File: config.mk
export PLATFORM = sky130hd
export DESIGN_NAME = pwm_reg_bank
export DESIGN_NICKNAME = d
export VERILOG_FILES = /design/src/hw/led_i2c_pkg.sv /design/src/hw/pwm_reg_bank.sv
export SDC_FILE = /design/constraint.sdc
export NUM_CORES = 1
export LEC_CHECK = 0
export BUFFER_PORTS_ARGS = -buffer_cell sky130_fd_sc_hd__buf_2
export CAP_MARGIN = 5
export CELL_PAD_IN_SITES_DETAIL_PLACEMENT = 2
export CELL_PAD_IN_SITES_GLOBAL_PLACEMENT = 2
export CORE_MARGIN = 2
export CORE_UTILIZATION = 35
export CTS_BUF_LIST = sky130_fd_sc_hd__clkbuf_16
export CTS_CLUSTER_SIZE = 20
export DETAILED_ROUTE_END_ITERATION = 10
export PLACE_DENSITY = 0.84
export SETUP_SLACK_MARGIN = 0.4
export SYNTH_ARGS = -nofsm -noshare
export SYNTH_HDL_FRONTEND = slang
export SYNTH_SLANG_ARGS = --single-unit
File: constraint.sdc
create_clock -name clk -period 0.85 [get_ports clk]
set_input_delay 0.17 -clock clk [delete_from_list [all_inputs] [get_ports clk]]
set_output_delay 0.17 -clock clk [all_outputs]
set_load 0.005 [all_outputs]
File: src/hw/led_i2c_pkg.sv
// Shared widths, register map constants and controller phase type for the I2C LED dimmer
package led_i2c_pkg;

	// Data byte on the I2C bus
	localparam int unsigned BYTE_W = 8;

	// PWM duty value and counter width
	localparam int unsigned DUTY_W = 16;

	// Register pointer, wraps at 256
	localparam int unsigned PTR_W = 8;

	// Register map layout
	// Channel c has its high byte at 2c and its low byte at 2c+1
	localparam int unsigned BYTES_PER_CH = 2;

	// Transaction controller phases
	typedef enum logic [2:0] {
		// Bus free or between transfers
		PH_IDLE   = 3'd0,
		// Waiting for the address byte after a start
		PH_ADDR   = 3'd1,
		// Next byte loads the register pointer
		PH_PTR    = 3'd2,
		// Data bytes, written with auto-increment
		PH_DATA   = 3'd3,
		// Not addressed, stay off the bus until the next start
		PH_IGNORE = 3'd4
	} i2c_phase_t;

endpackage
File: src/hw/pwm_reg_bank.sv
// Byte-addressed duty register bank with high-byte shadow and atomic 16-bit commit
`timescale 1ns/100ps

module pwm_reg_bank
	import led_i2c_pkg::*;
#(
	parameter int unsigned NUM_CH = 4
) (
	input  logic                           clk,
	input  logic                           arst_n,
	input  logic                           wr_en,
	input  logic [PTR_W-1:0]               wr_addr,
	input  logic [BYTE_W-1:0]              wr_data,
	output logic [NUM_CH-1:0][DUTY_W-1:0]  duty
);

	// Channel index is the pointer without its byte-select bit
	localparam int unsigned CH_W = PTR_W - 1;

	// High bytes waiting for their low byte
	logic [BYTE_W-1:0] shadow [NUM_CH];

	logic [CH_W-1:0] wr_ch;
	logic            wr_lo;

	// Even address is the high byte, odd is the low byte
	assign wr_ch = wr_addr[PTR_W-1:1];
	assign wr_lo = wr_addr[0];

	// High byte only parks in the shadow
	always_ff @(posedge clk) begin
		for (int c = 0; c < NUM_CH; c++) begin
			if (wr_en && !wr_lo && (wr_ch == CH_W'(c)))
				shadow[c] <= wr_data;
		end
	end

	// Low byte commits shadow and low byte together
	// LED never sees a half-updated value
	always_ff @(posedge clk or negedge arst_n) begin
		if (!arst_n) begin
			duty <= '0;
		end else begin
			for (int c = 0; c < NUM_CH; c++) begin
				if (wr_en && wr_lo && (wr_ch == CH_W'(c)))
					duty[c] <= {shadow[c], wr_data};
			end
		end
	end

endmodule

======== After elaboration in Yosys (flattened, before gate mapping) ========
Memory sizes are Yosys's and may differ from the RTL's. A register that Yosys moved wholly into a read port is not among the register bits.
Index checks and enable logic that the tools add are counted.
operators by class
  equal/unequal tests ..................... 3
  reduce and logical (&&, ||, !) cells .... 19
  multiplexer cells ....................... 17
operators by type and width
  operator                                                          count
  8-bit two-way mux                                                 3
  8-bit OR reduction                                                3
  7-bit by 2-bit == test with 1-bit output (second input constant)  2
  1-bit two-way mux                                                 11
  1-bit logical AND                                                 10
  7-bit by 1-bit == test with 1-bit output (second input constant)  1
  7-bit zero test                                                   1
  2-bit two-way mux                                                 3
  1-bit zero test                                                   5
storage, ports and cells
  bits of input ports ..................... 19
  register bits ........................... 64
  memories ................................ 1
  bits in writable memories ............... 32
memories
  memory  words  bits a word  rd ports  clocked after Yosys merged registers in  write ports  RTL line            source
  shadow  4      8            4         4                                        1            pwm_reg_bank.sv:21  logic [BYTE_W-1:0] shadow [NUM_CH];

======== Depth between registers and ports, before layout ========
  word-level depth ........................ 9
  mapped depth ............................ 4
  mapped depth without buffers ............ 3

======== Worst setup path after synthesis ========
Ideal clock, no wire load.
  path type ............................... in2reg
  start point ............................. input wr_addr[4]
  end point ............................... memory shadow[0][0] (enable)
  arrival ................................. 1.395 ns
  buffers on the path ..................... 0
  library setup time ...................... 0.383 ns
  cell stages on the path ................. 3
  data required time ...................... 0.467 ns
  slack ................................... -0.929 ns
  cells stage by stage .................... nor4b_4 > nand3b_1 > nor3_1
between the ends
  longest elaborated chain between the ends .. 8
  elaborated cells on any way between the ends .. 25
  those cells by class .................... eq/ne (3); mux (14); reduce/logical (8)
RTL lines
  item                                                                                   RTL line            source
  from (decl)                                                                            pwm_reg_bank.sv:12  input logic [PTR_W-1:0] wr_addr,
  7-bit by 1-bit == test with 1-bit output                                               pwm_reg_bank.sv:33  if (wr_en && !wr_lo && (wr_ch == CH_W'(c)))
  1-bit logical AND                                                                      pwm_reg_bank.sv:33
  1-bit two-way mux                                                                      pwm_reg_bank.sv:33
  1-bit two-way mux (not written as such)                                                pwm_reg_bank.sv:34  shadow[c] <= wr_data;
  8-bit OR reduction (no line)                                                           --
  2-bit two-way mux (no line) / 1-bit two-way mux (equally long branches) (3 in series)  --
  to (decl)                                                                              pwm_reg_bank.sv:21
Parallel ways exist; a longest one is shown, timed or not.

======== Final worst setup path ========
  start point ............................. input wr_addr[4]
  end point ............................... register duty[40] in the netlist's numbering, read port of shadow
between the ends
  longest elaborated chain between the ends .. 2
RTL lines
  item                                      RTL line            source
  7-bit by 2-bit == test with 1-bit output  pwm_reg_bank.sv:45  if (wr_en && wr_lo && (wr_ch == CH_W'(c)))
  1-bit logical AND                         pwm_reg_bank.sv:45
  to (decl)                                 pwm_reg_bank.sv:14  output logic [NUM_CH-1:0][DUTY_W-1:0] duty
No other way between the ends.
A chain may end at the register's enable or synchronous reset.

==> impl_metrics.py <==
metrics = {
    "run_status": {
        "status": "complete, but fails checks",
        "violations": "hold timing, setup timing",
    },
    "floorplan": {
        "dieArea_um2": 10700,
        "initial_core_util": 0.357,
        "row_count": 36,
        "die_w_um": 103,
        "core_um2": 9680,
        "die_h_um": 103,
        "io_pins": 83,
    },
    "finish": {
        "final_area_um2": 4790,
        "antenna_cells": 0,
        "fillerInstances": 920,
        "drive_gt1_frac": 0.669,
        "fin_cells": 447,
        "area_delta_synth_final_pct": 38.6,
        "postLayoutCoreUtil": 0.495,
        "nNetsFinal": 328,
    },
    "sta": {
        "fin_crit_ns": 1.15,
        "max_freq_mhz": 870,
        "holdWs_ns": -0.156,
        "grt_setup_unrepaired": "yes",
        "skew_ns": 0.00587,
        "slew_headroom": 0.764,
        "slew_violations": 0,
        "setup_ws_ns": -0.300,
        "min_period_over_period": 1.35,
        "finalSetupViolCount": 160,
        "hold_viol_final": 64,
        "tightest_slew_ns": 0.353,
    },
    "global_route": {
        "grt_pass1_vias": 2268,
        "grt_use_total": 0.172,
        "grt_pass1_wl_um": 13100,
        "overflow": 0,
        "antenna_found_initial": 0,
        "grt_max_degree": 65,
    },
    "logic_synthesis": {
        "synth.distinct_cells": 13,
        "synthCells": 180,
        "syn_area_um2": 3460,
        "synth.avg_cell_area_um2": 19.2,
        "seq_area_frac_synth": 0.741,
        "ys_warn_count": 0,
        "syn_nets": 199,
        "ys_ff_latch": 96,
    },
    "setup_path": {
        "cp_max_fo": 8,
        "cp.required_ns": 1.07,
        "cpMaxStageDelayCell": "nor4b_4",
        "r2r_setup_slack_ns": -0.14,
        "slowest_delay_ns": 0.31,
        "cp_cell_sequence": "buf_6, nor4b_4, buf_6, nand4_4, clkbuf_16, mux2_2",
        "cp-end-kind": "flop",
        "crit_top_cell": "buf_6",
        "arrival_ns": 1.37,
        "start_kind": "primary input",
        "worstSetupPathType": "in -> reg",
    },
    "pwr": {
        "leakagePower_uw": 0.00245,
        "ir_drop_mv": 1.09,
        "power.total_uw": 9710,
        "power_density_nw_per_um2": 2030,
    },
    "clocking": {
        "insertion_delay_ns": 0.33,
        "clkSlewWorstSetupHoldPaths_ns": 0.07,
        "cts_sinks": 96,
        "h-tree-depth": 3,
        "cts_tree": "done",
        "numCtsBuffers": 9,
        "clk_path_buf_depth": 2,
        "cts-root-buf": "clkbuf_16",
    },
    "route": {
        "wl_per_cell_um": 19.5,
        "final_antenna_net_count": 0,
        "drt_iter0_drc": 44,
        "vias": 2043,
        "detail_route.first_pass.iterations": 4,
        "drc": 0,
        "routed_via_density": 4.57,
        "wl_um": 8700,
    },
    "placed_design": {
        "postPlaceCellArea_um2": 4200,
        "gp_congestion": 0.694,
        "dpl.hpwl_um": 5750,
        "io_buffers": 82,
        "placedCellCount": 407,
    },
    "min_path": {
        "hp-class": "in -> async",
    },
    "flow_run": {
        "maxCapViolations": 0,
    },
}
cells in the mapped netlist (all sizes together):
cell type  count  area [um^2]
nand3b         1         7.51
nor3           1         5.00
edfxtp        32          961
nor4b          1         23.8
nand4          4         50.1
nor2b          5         31.3
clkbuf         1         3.75
and2           1         6.26
mux2          64          721
dfrtp         64         1600
buf            4         41.3
nor2           2         7.51
cell usage in the layout (no fill, tap or decap), drive strengths merged:
cell type / netlist / layout
nand3b: 1 / 1
inv: 0 / 1
nor3: 1 / 1
clkinvlp: 0 / 1
edfxtp: 32 / 32
buf: 4 / 122
mux2: 64 / 64
bufinv: 0 / 1
nor2: 2 / 2
clkbuf: 1 / 11
nor2b: 5 / 5
clkinv: 0 / 3
and2: 1 / 1
dfrtp: 64 / 64
nand4: 4 / 4
nor4b: 1 / 1
through the flow:
| step | hold slack (ns) | TNS (ns) | setup slack [ns] |
|---|---|---|---|
| 2_1_floorplan | -0.126 | -55.31 | -0.678 |
| 3_3_place_gp | 0.218 | -60.49 | -0.660 |
| 3_5_place_dp | 0.220 | -62.76 | -0.723 |
| 4_1_cts | -0.140 | -34.26 | -0.283 |
| 5_1_grt | -0.130 | -42.80 | -0.363 |
| 6_report | -0.156 | -35.02 | -0.300 |
worst max-delay path, delay by kind of cell:
kind	cells	cell delay (ns)
mux	1	0.27
buf+inv	3	0.47
simple gates	2	0.45
final timing paths:
kind | start | end | cells after the start
max | wr_addr[4] | duty[40] | 6
min | arst_n | duty[29] | 2
max reg2reg | duty[2] | duty[2] | 3
min reg2reg | shadow[0][4] | duty[12] | 1
max in group asynchronous | arst_n | duty[36] | 2
min in group clk | wr_data[1] | shadow[2][1] | 1
routing by layer:
layer,share of wire,vias up,global-route usage
met5,0,-,0
met4,0.0090,0,0.0516
met3,0.038,8,0.0363
met2,0.54,49,0.306
met1,0.41,1069,0.210
li1,-,917,-
timing repair:
action                                 CTS  global route
gates cloned                             1             1
endpoints found under the hold margin   64            64
pin swaps                                2             0
gates resized for setup                 14             4
setup endpoints to repair              160           160
buffers inserted                        17             5
sequential cells by signal, indices dropped and copies added (netlist names):
name and cells:
shadow 32, duty 64
final cells by class:
type | count | area, um^2 | share of cell area
Clock buffer | 10 | 250 | 0.0522
Multi-Input combinational cell | 79 | 912 | 0.190
Timing Repair Buffer | 123 | 845 | 0.176
Sequential cell | 96 | 2560 | 0.534
Tap cell | 133 | 166 | 0.0347
Clock inverter | 6 | 58.8 | 0.0123
cells by family after synthesis:
kind of cell | share of synthesized area
buffers and inverters | 0.0130
AND/OR/NAND/NOR | 0.0380
multiplexers | 0.208
flip-flops | 0.741
where the power goes:
group,switching [uW],internal (uW)
registers,73.2,4920
logic,305,321
clock network,1650,2440
Note: power is estimated with default switching activity, not from simulation.
