$ cat src/hw/led_i2c_pkg.sv
// Shared widths, register map constants and controller phase type for the I2C LED dimmer
package led_i2c_pkg;

	// Data byte on the I2C bus
	localparam int unsigned BYTE_W = 8;

	// PWM duty value and counter width
	localparam int unsigned DUTY_W = 16;

	// Register pointer, wraps at 256
	localparam int unsigned PTR_W = 8;

	// Register map layout
	// Channel c has its high byte at 2c and its low byte at 2c+1
	localparam int unsigned BYTES_PER_CH = 2;

	// Transaction controller phases
	typedef enum logic [2:0] {
		// Bus free or between transfers
		PH_IDLE   = 3'd0,
		// Waiting for the address byte after a start
		PH_ADDR   = 3'd1,
		// Next byte loads the register pointer
		PH_PTR    = 3'd2,
		// Data bytes, written with auto-increment
		PH_DATA   = 3'd3,
		// Not addressed, stay off the bus until the next start
		PH_IGNORE = 3'd4
	} i2c_phase_t;

endpackage
$ cat src/hw/i2c_xfer_ctrl.sv
// I2C transaction controller that matches the address, keeps the register pointer, and decides ACK
`timescale 1ns/100ps

module i2c_xfer_ctrl
	import led_i2c_pkg::*;
#(
	parameter logic [6:0]  DEV_ADDR = 7'h42,
	parameter int unsigned NUM_CH   = 4
) (
	input  logic              clk,
	input  logic              arst_n,
	input  logic              start_det,
	input  logic              stop_det,
	input  logic              byte_valid,
	input  logic [BYTE_W-1:0] rx_byte,
	output logic              ack_en,
	output logic              wr_en,
	output logic [PTR_W-1:0]  wr_addr,
	output logic [BYTE_W-1:0] wr_data
);

	// Bytes in the register map
	localparam int unsigned REG_BYTES = BYTES_PER_CH * NUM_CH;

	// Address byte we answer, write bit is 0
	localparam logic [BYTE_W-1:0] ADDR_WR = {DEV_ADDR, 1'b0};

	i2c_phase_t       phase;
	i2c_phase_t       phase_nxt;
	logic [PTR_W-1:0] ptr;

	// Decode of the current byte
	logic addr_match;
	logic in_range;
	logic byte_ack;

	// Read address or other device falls through to no match
	assign addr_match = (rx_byte == ADDR_WR);

	// Extra top bit keeps the compare safe for a full 256-byte map
	assign in_range = ({1'b0, ptr} < (PTR_W + 1)'(REG_BYTES));

	// Phase transitions
	always_comb begin
		phase_nxt = phase;
		if (start_det) begin
			phase_nxt = PH_ADDR;
		end else if (stop_det) begin
			phase_nxt = PH_IDLE;
		end else if (byte_valid) begin
			case (phase)
				PH_ADDR: phase_nxt = addr_match ? PH_PTR : PH_IGNORE;
				PH_PTR:  phase_nxt = PH_DATA;
				// Data stays in data, idle and ignore wait for a start
				default: phase_nxt = phase;
			endcase
		end
	end

	// ACK decision for the byte just received
	always_comb begin
		case (phase)
			PH_ADDR: byte_ack = addr_match;
			PH_PTR:  byte_ack = 1'b1;
			// Out of range data still gets ACKed
			PH_DATA: byte_ack = 1'b1;
			default: byte_ack = 1'b0;
		endcase
	end

	// Control state
	always_ff @(posedge clk or negedge arst_n) begin
		if (!arst_n) begin
			phase  <= PH_IDLE;
			ptr    <= '0;
			ack_en <= 1'b0;
			wr_en  <= 1'b0;
		end else begin
			phase <= phase_nxt;

			// Write strobe one cycle after byte_valid, in range only
			wr_en <= byte_valid & (phase == PH_DATA) & in_range;

			// Level held until the next byte, engine samples it on SCL fall
			if (byte_valid)
				ack_en <= byte_ack;

			// Pointer load, then auto-increment with wrap at 256
			if (byte_valid && (phase == PH_PTR))
				ptr <= PTR_W'(rx_byte);
			else if (byte_valid && (phase == PH_DATA))
				ptr <= ptr + 1'b1;
		end
	end

	// Write payload, qualified by wr_en
	always_ff @(posedge clk) begin
		if (byte_valid) begin
			wr_addr <= ptr;
			wr_data <= rx_byte;
		end
	end

endmodule

$ cat config.mk
export PLATFORM = sky130hd
export DESIGN_NAME = i2c_xfer_ctrl
export DESIGN_NICKNAME = d
export VERILOG_FILES = /design/src/hw/led_i2c_pkg.sv /design/src/hw/i2c_xfer_ctrl.sv
export SDC_FILE = /design/constraint.sdc
export NUM_CORES = 1
export LEC_CHECK = 0
export ABC_AREA = 1
export BUFFER_PORTS_ARGS = -buffer_cell sky130_fd_sc_hd__buf_2
export CAP_MARGIN = 10
export CORE_ASPECT_RATIO = 1.2
export CORE_MARGIN = 10
export CORE_UTILIZATION = 55
export CTS_BUF_LIST = sky130_fd_sc_hd__clkbuf_4
export DETAILED_ROUTE_END_ITERATION = 8
export GPL_TIMING_DRIVEN = 0
export PLACE_DENSITY = 0.81
export SETUP_SLACK_MARGIN = 0.5
export SLEW_MARGIN = 5
export SYNTH_ARGS = -nofsm -noshare
export SYNTH_HDL_FRONTEND = slang
export SYNTH_SLANG_ARGS = --single-unit
$ cat constraint.sdc
create_clock -name clk -period 1.3 [get_ports clk]
set_input_delay 0.26 -clock clk [delete_from_list [all_inputs] [get_ports clk]]
set_output_delay 0.26 -clock clk [all_outputs]
set_load 0.05 [all_outputs]
# --- After elaboration in Yosys (flattened, before gate mapping) ---
# Cells that the tools add are included.
totals:
  out_inout_bits: 18
  ff_bits: 29
  input_bits: 13
  elab_cells: 29
op_classes:
  bitwise: 2
  n_mux: 8
  n_reduce_logical: 7
  eq_ne: 4
  order_cmp: 1
  n_addsub: 1
ops:
  columns: ["operator", "n"]
  rows:
  - ["$mux W8", 2]
  - ["$mux W3", 4]
  - ["$add A8 B1 Y8 const B", 1]
  - ["$eq A8 B8 Y1 const B", 1]
  - ["$lt A8 B4 Y1 const B", 1]
  - ["$eq A3 B2 Y1 const B", 2]
  - ["$pmux W3 S2", 1]
  - ["$reduce_bool A4 Y1", 1]
  - ["$eq A3 B1 Y1 const B", 1]
  - ["$reduce_bool A3 Y1", 1]
  - ["$and A1 B1 Y1", 2]
  - ["$logic_and A1 B1 Y1", 2]
  - ["$pmux W1 S2", 1]
  - ["$reduce_and A2 Y1", 1]
  - ["$reduce_bool A2 Y1", 1]
  - ["$reduce_or A2 Y1", 1]

# --- Logic depth before layout (Yosys ltp) ---
logic_depth:
  ltp_word: 6
  ltp_mapped: 8
  ltp_nobuf: 8

# --- Least setup slack after synthesis ---
# No wires, ideal clock.
synth_path:
  path_type: "reg-to-reg"
  startpoint: "register ptr[0]"
  endpoint: "register ptr[6]"
  required_ns: 1.184
  n_path_buf: 0
  setup_time_ns: 0.116
  path_stages_with_launch: 9
  path_slack_ns: 0.189
  arrival_time_ns: 0.994
  synth_period_minus_slack_ns: 1.111
  cell_sequence: "dfrtp_1 ha_1 nand2_1 nor2_1 nand2_1 nand2_1 nand3_1 nand2_1 nand2_1"
synth_between:
  elab_chain_cells: 3
synth_rtl:
  columns: ["element", "line_no", "text"]
  rows:
  - ["from (decl)", "i2c_xfer_ctrl.sv:30", "logic [PTR_W-1:0] ptr;"]
  - ["from (signal assigned)", "i2c_xfer_ctrl.sv:90", "ptr <= PTR_W'(rx_byte);"]
  - ["from (signal assigned)", "i2c_xfer_ctrl.sv:92", "ptr <= ptr + 1'b1;"]
  - ["$add A8 B1 Y8", "i2c_xfer_ctrl.sv:92", null]
  - ["$mux W8", "i2c_xfer_ctrl.sv:91", "else if (byte_valid && (phase == PH_DATA))"]
  - ["$mux W8", "i2c_xfer_ctrl.sv:89", "if (byte_valid && (phase == PH_PTR))"]
# Every way passes these cells. The select of a mux whose other input is x is not followed.
# A chain may end at the register's enable or synchronous reset.

# --- Final worst setup path ---
layout_path:
  startpoint: "register phase[1]"
  endpoint: "register ptr[7]"
layout_between:
  elab_chain_cells: 3
  elab_cells_between_ends: 6
  classes_between: "eq/ne: 2; mux: 1; reduce/logical: 3"
layout_rtl:
  columns: ["element", "line_no", "text"]
  rows:
  - ["from (decl)", "i2c_xfer_ctrl.sv:28", "i2c_phase_t phase;"]
  - ["from (signal assigned)", "i2c_xfer_ctrl.sv:79", "phase <= phase_nxt;"]
  - ["$eq A3 B2 Y1, on equally long branches", "i2c_xfer_ctrl.sv:89, i2c_xfer_ctrl.sv:91", null]
  - ["$logic_and A1 B1 Y1, on equally long branches", "i2c_xfer_ctrl.sv:89, i2c_xfer_ctrl.sv:91", null]
  - ["$mux W8 / $reduce_bool A2 Y1 (equally long branches)", null, null]
# Several ways; a longest one is shown, not always the timed one.

==> metrics.csv <==
stage,metric,value,unit
placed_design,dpl hpwl,2239,um
final_layout,post-route cell area,0.001844,mm^2
critical_path,R2R depth,7,
final_layout,ant diodes,0,
critical_path,Required @ worst endpoint,1550,ps
power,Sw Pwr,570.3,uW
power,Internal Power,1400,uW
final_layout,Synth-to-Final Area Change,34.24,%
synthesis,post-synthesis sequential area ratio,58.65,%
clocking,TritonCTS Buffers,5,
clocking,Clock Pin Slew Worst Setup and Hold Paths,80,ps
sta,count of final setup violators,0,
power,static leakage,0.0008832,uW
final_layout,NumNets Final,204,
global_route,overflow left after global routing,0,
critical_path,critical path class,reg2reg,
floorplan,initial core utilization,58.97,%
clocking,maximum clock insertion buffer count,2,
global_route,largest net degree at the start of global routing,24,
placed_design,gpl congestion,0.8873,
final_layout,layout cells sized above 1,37.17,%
routing,DR pass1 iterations,4,
sta,Hold Fails Final Rpt,0,
critical_path,startpoint types,register,
routing,DRT iter0 DRCs,72,
critical_path,worst reg2reg setup slack,60,ps
worst_hold_path,Min-Delay Path Class,in2reg,
sta,final worst slack,55.86,ps
placed_design,Place WS,-3.197,ps
global_route,GRT Total Usage,15.60,%
routing,DRT antenna net count,0,
sta,Slew Limit Fails,0,
final_layout,Multi-input gate area,501.7,um^2
critical_path,worst reg2reg path startpoint,phase[1],
synthesis,Post-Syn Area,0.001374,mm^2
final_layout,final core utilization,79.16,%
sta,Peak Freq,803.8,MHz
critical_path,slowest CP cell,dfrtp_1,
outcome,status,"complete, no violations",
synthesis,Mapped Cells,145,
floorplan,Die Footprint,0.004905,mm^2
clocking,clk_lat worst skew,320,ps
critical_path,crit end category,register,
synthesis,Post-Syn Nets,159,
sta,Layout Skew,3.627,ps
critical_path,Worst EP arrival,1500,ps
final_layout,Reg area,809.5,um^2
critical_path,cell chain of the critical path,inv_2 > nor2_4 > nand2_4 > buf_8 > nor2_1 > nand2_1 > nand2_1,
power,switching share of power,28.95,%
floorplan,Ports,31,
floorplan,Die Y,74.75,um
routing,vias,1207,
sta,Worst Tran Pin Value,549.8,ps
power,Gate power share,18.9,%
routing,drt drc,0,
synthesis,syn_area_per_cell,9.475,um^2
worst_hold_path,Hold Path Sink,wr_data[6],
power,Final Total Pwr,1970,uW
placed_design,dpl cell area,0.001583,mm^2
worst_hold_path,min-delay src,rx_byte[6],
routing,average routed wire per standard cell,16.59,um
floorplan,Die Width,65.63,um
clocking,clk root buf,clkbuf_4,
global_route,antenna violations before repair,0,
final_layout,fillers,150,
global_route,global-route wire length before repair,5837,um
synthesis,Ys Warns,0,
power,Reg power frac,53.6,%
worst_hold_path,Worst Hold Depth,1,
clocking,CTS tree,yes,
job,Max Cap Viol,0,
critical_path,Max Fanout on Critical Path,10,
floorplan,row cnt,19,
sta,RSZ-0062 raised after global routing,true,
clocking,Sinks on Clock Net,29,
final_layout,"commonest non-fill, non-tap cell in the layout",nand2_1,
critical_path,CP Launch Point,phase[1],
power,Cell Pwr Density,1068,mW/mm^2
floorplan,CORE AREA,0.002330,mm^2
power,Peak VDD IR,0.0008008,V
power,Clock power frac,27.5,%
critical_path,r2r endpoint,ptr[7],
critical_path,Crit path max-delay family,simple AND/OR/NAND/NOR gates,
critical_path,Max stage delay on crit path,400,ps
routing,routed wire length,3683,um
placed_design,port bufs,30,
routing,vias per cell,5.437,
critical_path,"most used cell, CP",nand2_1,
synthesis,Yosys reg bits,29,
critical_path,WP buf/inv,2,
sta,crit path time final,1244,ps
clocking,CTS HTree Levels,2,
global_route,vias in the first global route,1240,
sta,relative slew slack,63.35,%
final_layout,"commonest non-fill, non-tap cells in the layout","38 x nand2_1, 19 x buf_6, 18 x inv_1",
sta,fin crit share,95.70,%
synthesis,synth unique cells,23,
sta,setup TNS,0,ps
==> area by class of cell <==
type                            count  area share (%)
Buffer                              3           1.832
Clock buffer                        7           2.849
Clock inverter                      1          0.2035
Inverter                           21           4.274
Multi-Input combinational cell     92           27.20
Sequential cell                    29           43.89
Tap cell                           31           2.103
Timing Repair Buffer               38           17.64
==> power groups by stage <==
stage	sequential (uW)	clock (uW)	combinational (uW)
final	1060	542	372
after floorplan	1180	0	85.1
after global routing	1060	585	395
after detailed placement	1070	0	301
after CTS	1050	539	363
after global placement	1060	0	293
==> synth_stat cells, drive strengths merged <==
cell type,number,area [um^2]
nor4,1,21.27
nand4,2,12.51
o22ai,1,6.260
xor2,1,8.760
o21ai,7,35.03
nand3b,1,7.510
ha,1,12.51
dfrtp,13,325.3
nand2,42,167.7
inv,21,78.82
nor2,13,56.30
o21bai,1,7.510
o211ai,2,15.01
buf,3,27.52
a21oi,5,36.29
edfxtp,16,480.5
nand3,15,75.07
==> metrics by stage <==
step                hold WS, ps  instances
floorplan                -35.59        145
global placement          169.6        206
detailed placement        168.8        206
CTS                       124.7        219
global route              120.4        222
finish                    135.5        222
==> sequential cells by signal, summed over array words and instances, names as in the netlist <==
signal and count:
ack_en 1, phase 3, ptr 8, wr_addr 8, wr_data 8, wr_en 1
==> worst reg2reg max path, cell delays in order (launching register included) <==
cell     delay, ps
dfrtp_1        400
inv_2           70
nor2_4         210
nand2_4        110
buf_8          190
nor2_1          80
nand2_1         60
nand2_1         60
==> worst max-delay path by stage <==
stage                     slack, ps  cells past startpoint       end
after detailed placement         -3                      4  phase[0]
after global placement           30                      4  phase[0]
after floorplan                 190                      8    ptr[6]
after global routing            -40                      6    ptr[4]
after CTS                       100                      6    ptr[6]
final                            60                      7    ptr[7]
==> cell families after synthesis <==
group | synth area share, %
AO/OA/AOI/OAI | 7.286
XOR/XNOR | 0.6376
adder cells (fa/ha/maj) | 0.9106
buffers and inverters | 7.740
flip-flops | 58.65
AND/OR/NAND/NOR | 24.77
==> per-layer routing <==
metal / share of wire [%] / vias up / GRT usage [%]
met1: 36 / 565 / 14.95
met3: 5.8 / 17 / 5.638
met2: 55 / 61 / 27.53
li1: - / 564 / -
met5: 0 / - / 0
met4: 3.5 / 0 / 10.48
==> what timing repair did <==
item | 4_1_cts | 5_1_grt
endpoints found under the setup margin | 31 | 31
hold endpoints to repair | 13 | 0
cloned | 0 | 0
pin swaps | 3 | 3
hold buffers | 1 | 0
setup buffers | 4 | 3
gates resized for setup | 43 | 6
Note: power is estimated with default switching activity, not from simulation.
