===== src/hw/led_i2c_pkg.sv =====
// Shared widths, register map constants and controller phase type for the I2C LED dimmer
package led_i2c_pkg;

	// Data byte on the I2C bus
	localparam int unsigned BYTE_W = 8;

	// PWM duty value and counter width
	localparam int unsigned DUTY_W = 16;

	// Register pointer, wraps at 256
	localparam int unsigned PTR_W = 8;

	// Register map layout
	// Channel c has its high byte at 2c and its low byte at 2c+1
	localparam int unsigned BYTES_PER_CH = 2;

	// Transaction controller phases
	typedef enum logic [2:0] {
		// Bus free or between transfers
		PH_IDLE   = 3'd0,
		// Waiting for the address byte after a start
		PH_ADDR   = 3'd1,
		// Next byte loads the register pointer
		PH_PTR    = 3'd2,
		// Data bytes, written with auto-increment
		PH_DATA   = 3'd3,
		// Not addressed, stay off the bus until the next start
		PH_IGNORE = 3'd4
	} i2c_phase_t;

endpackage

===== src/hw/pwm_channel.sv =====
// Single LED PWM channel with a free-running 16-bit counter and registered compare
`timescale 1ns/100ps

module pwm_channel
	import led_i2c_pkg::*;
(
	input  logic              clk,
	input  logic              arst_n,
	input  logic [DUTY_W-1:0] duty,
	output logic              led
);

	localparam logic [DUTY_W-1:0] CNT_MAX = '1;

	logic [DUTY_W-1:0] cnt;

	// Duty used for the running period
	logic [DUTY_W-1:0] duty_q;

	// Counter wraps naturally after CNT_MAX
	// New duty is picked up only at the wrap, so no period is cut short
	always_ff @(posedge clk or negedge arst_n) begin
		if (!arst_n) begin
			cnt    <= '0;
			duty_q <= '0;
		end else begin
			cnt <= cnt + 1'b1;
			if (cnt == CNT_MAX)
				duty_q <= duty;
		end
	end

	// High for exactly duty_q counts of every 65536
	always_ff @(posedge clk or negedge arst_n) begin
		if (!arst_n)
			led <= 1'b0;
		else
			led <= (cnt < duty_q);
	end

endmodule


===== config.mk =====
export PLATFORM = sky130hd
export DESIGN_NAME = pwm_channel
export DESIGN_NICKNAME = d
export VERILOG_FILES = /design/src/hw/led_i2c_pkg.sv /design/src/hw/pwm_channel.sv
export SDC_FILE = /design/constraint.sdc
export NUM_CORES = 1
export LEC_CHECK = 0
export ABC_AREA = 1
export CAP_MARGIN = 10
export CORE_ASPECT_RATIO = 1.1
export CORE_MARGIN = 4
export CORE_UTILIZATION = 40
export DETAILED_ROUTE_END_ITERATION = 7
export DONT_BUFFER_PORTS = 1
export GPL_TIMING_DRIVEN = 0
export PLACE_DENSITY = 0.62
export SYNTH_ARGS = -nofsm -noshare
export SYNTH_HDL_FRONTEND = slang
export SYNTH_SLANG_ARGS = --single-unit

===== constraint.sdc =====
create_clock -name clk -period 4 [get_ports clk]
set_input_delay 0.2 -clock clk [delete_from_list [all_inputs] [get_ports clk]]
set_output_delay 0.2 -clock clk [all_outputs]
set_load 0.005 [all_outputs]

After elaboration in Yosys (flattened, before gate mapping) --
Cells that the tools add are included.
Storage, ports and cells: output and inout port bits 1, RAM bits 0, memory bits (read-only) 0, input port bits 18, word-level logic and storage cells 6, flip-flop bits (word level) 33, memories 0, bits in latches 0
Cells by class: reduce and logical (&&, ||, !) cells 0, muxes and demuxes 0, div/mod/pow operators 0, shift operators 0, add/subtract/negate cells 1, magnitude comparators 1, multiply operators 0, bitwise gates (word level) 0, equality and inequality tests 1
Operator list (count):
- $add 16x1->16 const B | 1
- $eq 16x16->1 const B | 1
- $lt 16x16->1 | 1

Depth between registers and ports, before layout --
Gate-level depths: netlist of run 1.
depth after elaboration 1, depth in mapped cells 9

Worst setup path after synthesis of run 1 --
Ideal clock, no wire load.
path kind reg-to-reg, start reg cnt[1], end reg duty_q[14], buffers on the path 1, slack 2.602 ns, cell stages (with the launch flop) 8, arrival time 1.272 ns, required time 3.874 ns, path through dfrtp_1 -> ha_1 -> nand3_2 -> nor3_4 -> nand2_4 -> nor2_4 -> buf_4 -> o21ai_0
On the way: cells in the longest elaborated chain, start to end 1
Ends and longest elaborated chain:
- start, declared | line pwm_channel.sv:15 | logic [DUTY_W-1:0] cnt;
- start signal, assigned | line pwm_channel.sv:27 | cnt <= cnt + 1'b1;
- $eq 16x16->1 | line pwm_channel.sv:28 | if (cnt == CNT_MAX)
- end signal, assigned | line pwm_channel.sv:29 | duty_q <= duty;
- end, declared | line pwm_channel.sv:18 | logic [DUTY_W-1:0] duty_q;
No other way between the ends. A chain may end at the register's enable or synchronous reset.

Worst setup path in the final report of run 1 --
start reg cnt[1], end reg duty_q[2]
Same word-level chain as after synthesis.

==> results.toml, run 1 <==
[run_status]
status = "complete, no violations"

[place]
dp_hpwl_um = 2350
pre_cts_ws_ns = 2.39
dp.cells = 240
gp_congestion = 0.782
io_buffers = 0

[finish]
fin_nets = 231
area_delta_synth_final_pct = 10.1
ff_latch_area_sq_um = 826
nFillCells = 412
final_cell_count_no_fill = 250
n_antenna_cell = 0
drive_gt1_share_pct = 10.1
multi_input_area_sq_um = 782

[sta]
rsz0062_at_grt = "no"
clock.fmax_mhz = 630
whs_ns = 0.0372
max_slew_margin_pct = 84.1
fin_tns_setup_ns = 0
finClkSkew_ns = 0.00562
setup_viol = 0
finalMaxSlewViolations = 0
worstMarginPinSlew_ns = 0.237
fin_crit_sh_pct = 39.7
final-hold-violation-count = 0
setup_slack_ns = 2.41
min_period_ns = 1.59

[logic_synthesis]
synth_edf_count = 0
synth_area_sq_um = 1740
async_flop_share_pct = 100
ys.flop_type = "dfrtp_1"
synth-seq-area-share_pct = 47.4
yosysWarnings = 0
avgSynthCellArea_sq_um = 9.27
synth_cell_types = 22
synth_cells = 188
ys_ff_latch = 33
syn-num-nets = 222

[pwr]
p_leak_nw = 1.03
peakVddDrop_mv = 0.101
powerDensity_nw_per_um2 = 303
p_total_uw = 582

[setup_path]
crit_type = "flop to flop"
cp-end-kind = "flop"
cp_data_arrival_time_ns = 1.74
worstPathRequired_ns = 4.15
regToRegSetupSlack_ns = 2.41
worstSetupStartpointType = "flop"
cp_max_fo = 10

[drt]
via_per_inst = 4.64
drtIter0Drc = 31
drt-wirelength-per-cell_um = 12.4
wl_um = 3110
drc_errors = 0
via_count = 1161
antenna_left = 0
first_pass_iters = 4

[die]
dieArea_sq_um = 5480
start_util_pct = 42.7
dieHeight_um = 77.2
coreArea_sq_um = 4080
row_count = 24
fp.dieW_um = 70.9
ios = 19

[clock_network]
numCtsBuffers = 5
cts_root_buf = "clkbuf_8"
cts.sinks = 33
clk_pin_slew_worst_paths_ns = 0.07
clk_latency_ns = 0.28
ctsResizeCount = 0
cts_tree = "done"
post-cts-setup-buffers = 0
cts_htree_levels = 2
cts_buffer_depth = 2

[global_route]
grt_max_degree = 34
grt_pass1_wl_um = 5440
overflow = 0
grt_pass1_vias = 1152
antenna_found_initial = 0
grt_use_total_pct = 13.0

[run]
cap_violations = 0

[worst_hold_path]
hp-class = "primary input to flop"
[registers in the layout, indices dropped and copies added, names as in the netlist]
| name | cells |
|---|---|
| cnt | 16 |
| led | 1 |
| duty_q | 16 |
[timing repair]
item                       4_1_cts  5_1_grt
hold buffers                     2        0
setup endpoints to repair        0        0
hold endpoints to repair        33        0
[worst max-delay path, cell delays in order, from the launching register on]
cell and delay (ns):
dfrtp_1 0.37, ha_1 0.21, nand3_2 0.13, nor3_4 0.19, nand2_4 0.11, nor2_4 0.15, buf_4 0.20, o21ai_0 0.10
[report_power, final]
| part | switching, mW | internal, mW |
|---|---|---|
| Combinational | 0.00669 | 0.00267 |
| Sequential | 0 | 0.334 |
| Clock | 0.115 | 0.124 |
| Total | 0.122 | 0.460 |
[cell families (layout without fill, tap and decap cells)]
group,after synthesis,after routing,synth area share [%]
and+or+nand+nor,72,72,19.4
buffers and inverters,31,41,7.75
adders and majority gates,16,16,11.5
AOI/OAI and AO/OA,24,24,7.97
xor gates and xnor gates,12,12,6.03
DFF,33,33,47.4
[cells in the mapped netlist (2+ instances only)]
cell | number | area (sq um)
nand2_1 | 45 | 169
nor3_1 | 3 | 15.0
o21ai_2 | 5 | 43.8
xor2_1 | 10 | 87.6
o21ai_0 | 13 | 65.1
ha_1 | 16 | 200
buf_6 | 2 | 22.5
xnor2_1 | 2 | 17.5
nand4_1 | 3 | 18.8
dfrtp_1 | 33 | 826
inv_1 | 28 | 105
nand3_1 | 3 | 15.0
a21oi_1 | 6 | 30.0
nor2_1 | 11 | 41.3
[per-layer routing]
metal  GRT usage [%]  share of wire [%]
met5               0                  0
met4            6.77                2.4
met3            4.31                3.4
met2            18.5                 44
met1            17.4                 50
[cell type report]
| class | instances | area share [%] |
|---|---|---|
| multi-input cells | 124 | 40.8 |
| well taps | 52 | 3.39 |
| flip-flops and latches | 33 | 43.1 |
| repair buffers | 2 | 1.57 |
| inverters | 28 | 5.48 |
| clock buffers | 8 | 4.17 |
| plain buffers | 3 | 1.57 |
[worst paths after layout]
| kind | startpoint | endpoint | depth (start not counted) |
|---|---|---|---|
| worst max-delay path | cnt[1] | duty_q[2] | 7 |
| worst min-delay path | duty[13] | duty_q[13] | 2 |
| worst max register to register | cnt[1] | duty_q[2] | 7 |
| worst min register to register | cnt[0] | cnt[0] | 1 |
| max in group asynchronous | arst_n | cnt[3] | 2 |
| min in group asynchronous | arst_n | cnt[14] | 2 |
[cell usage in the layout, fill, tap and decap left out, drive strengths merged, types with 5 or more instances in the layout]
master	synthesis	routed
a21oi	6	6
ha	16	16
nor3	5	5
xor2	10	10
nand2	46	46
clkbuf	0	8
inv	28	28
o21ai	18	18
nor2	12	12
dfrtp	33	33
[stage by stage]
| step | util [%] | area, sq um |
|---|---|---|
| after global placement | 44.3 | 1810 |
| after CTS | 47.0 | 1920 |
| final | 47.0 | 1920 |
| after global routing | 47.0 | 1920 |
| after detailed placement | 44.3 | 1810 |
| after floorplan | - | 1740 |
No activity file was read; power rests on OpenSTA's default activity.
==> run 2: changes to the inputs <==
clock period = 1.48 ns   (was 4 ns; I/O delays follow)
==> results.toml, run 2 (synthesis results as in run 1) <==
[clock_network]
clk_pin_slew_worst_paths_ns = 0.07
cts_root_buf = "clkbuf_8"
numCtsBuffers = 5
cts.sinks = 33
cts_buffer_depth = 2
clk_latency_ns = 0.28
cts_tree = "done"
cts_htree_levels = 2

[die]
dieHeight_um = 77.2
dieArea_sq_um = 5480
coreArea_sq_um = 4080
start_util_pct = 42.7
fp.dieW_um = 70.9
row_count = 24
ios = 19

[worst_hold_path]
hp-class = "primary input to async pin"

[sta]
finalMaxSlewViolations = 0
worstMarginPinSlew_ns = 0.233
setup_slack_ns = -0.121
clock.fmax_mhz = 625
setup_viol = 16
final-hold-violation-count = 0
finClkSkew_ns = 0.00651
min_period_ns = 1.60
fin_tns_setup_ns = -1.63
fin_crit_sh_pct = 108
rsz0062_at_grt = "yes"
max_slew_margin_pct = 84.4

[setup_path]
crit_type = "flop to flop"
regToRegSetupSlack_ns = -0.12
r2r_end = "duty_q[6]"
worstPathRequired_ns = 1.69
cp_max_fo = 7
crit_path_end = "duty_q[6]"
crit_start = "cnt[1]"
r2r_cells = 9
cp_data_arrival_time_ns = 1.81
cp-end-kind = "flop"
worstSetupStartpointType = "flop"
reg2reg_from = "cnt[1]"

[finish]
final_common_cell = "dfrtp_1"
reg_top3 = "cnt: 16 flops, duty_q: 16 flops, led: 1 flops"
final_cell_count_no_fill = 277
area_delta_synth_final_pct = 35.3
ff_latch_area_sq_um = 827
final_cell_mix = "dfrtp_1, nand2_1, inv_1, dlygate4sd3_1, nand2_2"
utilization_pct = 57.8
nFillCells = 345
fin_nets = 258
multi_input_area_sq_um = 918
drive_gt1_share_pct = 26.2
n_antenna_cell = 0

[place]
gp_congestion = 0.782
pre_cts_ws_ns = -0.130
dp.cells = 240
io_buffers = 0
dp_hpwl_um = 2350

[global_route]
antenna_found_initial = 0
overflow = 0
grt_pass1_vias = 1239
grt_max_degree = 34
grt_use_total_pct = 14.1
use_met2_pct = 21.6
grt.met1_usage_pct = 18.3
grt_use_met3_pct = 3.92
grt_busiest_layer = "met2"
grt_pass1_wl_um = 5880

[drt]
via_per_inst = 4.79
via_count = 1328
wl_um = 3830
drt-wirelength-per-cell_um = 13.8
antenna_left = 0
first_pass_iters = 4
drtIter0Drc = 33
drc_errors = 0

[pwr]
powerDensity_nw_per_um2 = 690
p_total_mw = 1.63
p_leak_nw = 1.19
peakVddDrop_mv = 0.278

[run]
cap_violations = 0

[run_status]
violations = "negative setup slack"
status = "finished, violations left"
[run 2: cell types whose count changed in the layout (fill, tap and decap cells not counted), sizes merged]
cell and delta:
dlygate4sd3 +16, buf +10, clkbuf +1
[run 2: power breakdown]
group          internal [mW]  switching (mW)  leakage, nW  total (mW)
Combinational         0.0356          0.0284        0.792      0.0640
Sequential             0.902               0        0.357       0.902
Clock                  0.334           0.327       0.0395       0.661
Total                   1.27           0.355         1.19        1.63
[run 2: how the worst min path moves through the flow]
stage                      endpoint  slack, ns  cells after the start
after floorplan              cnt[0]      -0.22                      0
after global placement    duty_q[1]      -0.22                      0
after detailed placement  duty_q[1]      -0.22                      0
after CTS                   cnt[14]       0.25                      2
after global routing        cnt[14]       0.24                      2
final                       cnt[14]       0.23                      2
[run 2: through the flow]
step / hold WS (ns) / area (sq um)
finish: 0.235 / 2360
global route: 0.240 / 2360
CTS: 0.245 / 2140
detailed placement: -0.220 / 1810
global placement: -0.221 / 1810
floorplan: -0.222 / 1740
[run 2: worst max-delay path, cell delays in order (launching register included)]
cell     delay [ns]
dfrtp_1        0.39
ha_4           0.17
nand3_4        0.09
nor3_4         0.25
nand2_4        0.10
nor2_4         0.14
buf_12         0.15
buf_8          0.13
nand2_2        0.04
o21ai_1        0.07
[run 2: timing repair]
item,in CTS,in global routing
buffers inserted,5,4
gates resized for setup,6,48
endpoints found under the setup margin,17,21
hold buffers,18,0
gates cloned,2,1
hold endpoints to repair,49,0
pin swaps,0,8
[run 2: area by class of cell]
| type | count | area share, % |
|---|---|---|
| Buffer | 3 | 1.91 |
| Clock buffer | 8 | 3.40 |
| Tap cell | 52 | 2.76 |
| Multi-Input combinational cell | 124 | 38.9 |
| Timing Repair Buffer | 29 | 13.5 |
| Inverter | 28 | 4.46 |
| Sequential cell | 33 | 35.1 |
[run 2: routing by layer]
| metal | vias to the layer above | wire length, um |
|---|---|---|
| met5 | - | 0 |
| met4 | 0 | 107 |
| met3 | 8 | 122 |
| met1 | 623 | 1710 |
| li1 | 675 | - |
| met2 | 22 | 1890 |
==> run 3: changes to the inputs <==
CORE_MARGIN = 8   (was 4)
==> results.toml, run 3 (synthesis results as in run 1) <==
[setup_path]
critPathBufInv = 1
regToRegSetupSlack_ns = -0.02
critPathMaxStageDelay_ns = 0.41
cp_data_arrival_time_ns = 1.66
slowest_stage = "dfrtp_1"
cp_cell_sequence = "ha_4 -> nand3_4 -> nor3_4 -> nand2_4 -> nor2_4 -> buf_6 -> o21ai_0"
crit_type = "flop to flop"
cp_max_fo = 10
worstSetupStartpointType = "flop"
worstPathRequired_ns = 1.63
cp-end-kind = "flop"
crit_family = "simple AND/OR/NAND/NOR gates"

[drt]
drc_errors = 0
wl_um = 3360
drt-wirelength-per-cell_um = 12.4
first_pass_iters = 4
via_count = 1247
drtIter0Drc = 37
via_per_inst = 4.60
antenna_left = 0

[sta]
finClkSkew_ns = 0.00434
fin_tns_setup_ns = -0.0867
fin_crit_sh_pct = 102
final-hold-violation-count = 0
clock.fmax_mhz = 665
setup_slack_ns = -0.0247
finalMaxSlewViolations = 0
worstMarginPinSlew_ns = 0.223
setup_viol = 8
min_period_ns = 1.50
whs_ns = 0.243
rsz0062_at_grt = "yes"
max_slew_margin_pct = 85.0

[clock_network]
clk_pin_slew_worst_paths_ns = 0.07
cts_buffer_depth = 2
cts.sinks = 33
numCtsBuffers = 5
cts_root_buf = "clkbuf_8"
cts_htree_levels = 2
clk_latency_ns = 0.27
cts_tree = "done"

[place]
io_buffers = 0
pre_cts_ws_ns = -0.118
gp_congestion = 0.755
dp_hpwl_um = 2440

[die]
row_count = 25
fp.dieW_um = 78.9
coreArea_sq_um = 4250
ios = 19
dieArea_sq_um = 6730
start_util_pct = 41.0
dieHeight_um = 85.2

[finish]
reg_top3 = "cnt: 16 flops, duty_q: 16 flops, led: 1 flops"
drive_gt1_share_pct = 16.6
fin_nets = 250
final_cell_mix = "nand2_1, dfrtp_1, inv_1, dlygate4sd3_1, ha_1"
n_antenna_cell = 0
final_common_cell = "nand2_1"
nFillCells = 391
area_delta_synth_final_pct = 25.1

[pwr]
p_seq_share_pct = 53.3
p_total_mw = 1.69
pwr-share-clk_pct = 43.2
powerDensity_nw_per_um2 = 776
p_sw_uw = 336
combPwrFrac_pct = 3.5
switching_share_pct = 19.8
internal_power_mw = 1.36
peakVddDrop_mv = 0.297
p_leak_nw = 1.13

[run_status]
status = "finished, violations left"
violations = "negative setup slack"

[worst_hold_path]
hp-class = "primary input to async pin"

[global_route]
grt_pass1_wl_um = 6180
grt_max_degree = 34
grt_pass1_vias = 1332
overflow = 0
grt_use_total_pct = 11.3
antenna_found_initial = 0

[run]
cap_violations = 0
==> run 3: routing by layer <==
metal	wire (um)	global-route usage (%)	up-vias
met5	0	0	-
li1	-	-	651
met1	1660	14.6	573
met4	57	4.05	0
met2	1530	17.7	19
met3	112	2.85	4
==> run 3: worst reg2reg max path, delay by kind of cell (launching register included) <==
| kind | cells | cell delay [ns] |
|---|---|---|
| compound gates | 1 | 0.09 |
| simple gates | 4 | 0.53 |
| flops | 1 | 0.41 |
| fa+ha+maj | 1 | 0.18 |
| buf+inv | 1 | 0.18 |
==> run 3: repair_timing <==
| item | 4_1_cts | 5_1_grt |
|---|---|---|
| setup endpoints to repair | 18 | 22 |
| resized for setup | 7 | 12 |
| hold buffers | 18 | 0 |
| buffers inserted | 2 | 1 |
| pin swaps | 0 | 1 |
| endpoints found under the hold margin | 49 | 0 |
==> run 3: final timing paths <==
path | startpoint | to | depth (start not counted)
max in group asynchronous | arst_n | cnt[2] | 2
setup / recovery | cnt[0] | duty_q[5] | 7
min in group clk | duty[0] | duty_q[0] | 3
setup reg to reg | cnt[0] | duty_q[5] | 7
hold reg to reg | cnt[13] | cnt[13] | 1
hold / removal | arst_n | cnt[1] | 2
==> run 3: layout make-up <==
cell class	count	area, sq um	share of cell area, %
Timing Repair Buffer	21	213	9.75
Buffer	3	33.8	1.55
Clock buffer	7	96.3	4.42
Tap cell	54	67.6	3.10
Clock inverter	1	5.00	0.229
Multi-Input combinational cell	124	832	38.2
Sequential cell	33	828	38.0
Inverter	28	105	4.82
==> run 3: power groups by stage <==
| stage | clock network (mW) | registers (mW) | logic, mW |
|---|---|---|---|
| after floorplan | 0 | 0.919 | 0.000000255 |
| after global placement | 0 | 0.919 | 0.000000253 |
| after detailed placement | 0 | 0.919 | 0.000000253 |
| after CTS | 0.756 | 0.901 | 0.0619 |
| after global routing | 0.787 | 0.901 | 0.0668 |
| final | 0.731 | 0.902 | 0.0598 |
==> run 3: metrics by stage <==
step / instance area (sq um) / cells / util [%]
finish: 2180 / 271 / 51.3
detailed placement: 1810 / 242 / 42.6
floorplan: 1740 / 188 / -
CTS: 2140 / 270 / 50.4
global route: 2180 / 271 / 51.3
global placement: 1810 / 242 / 42.6
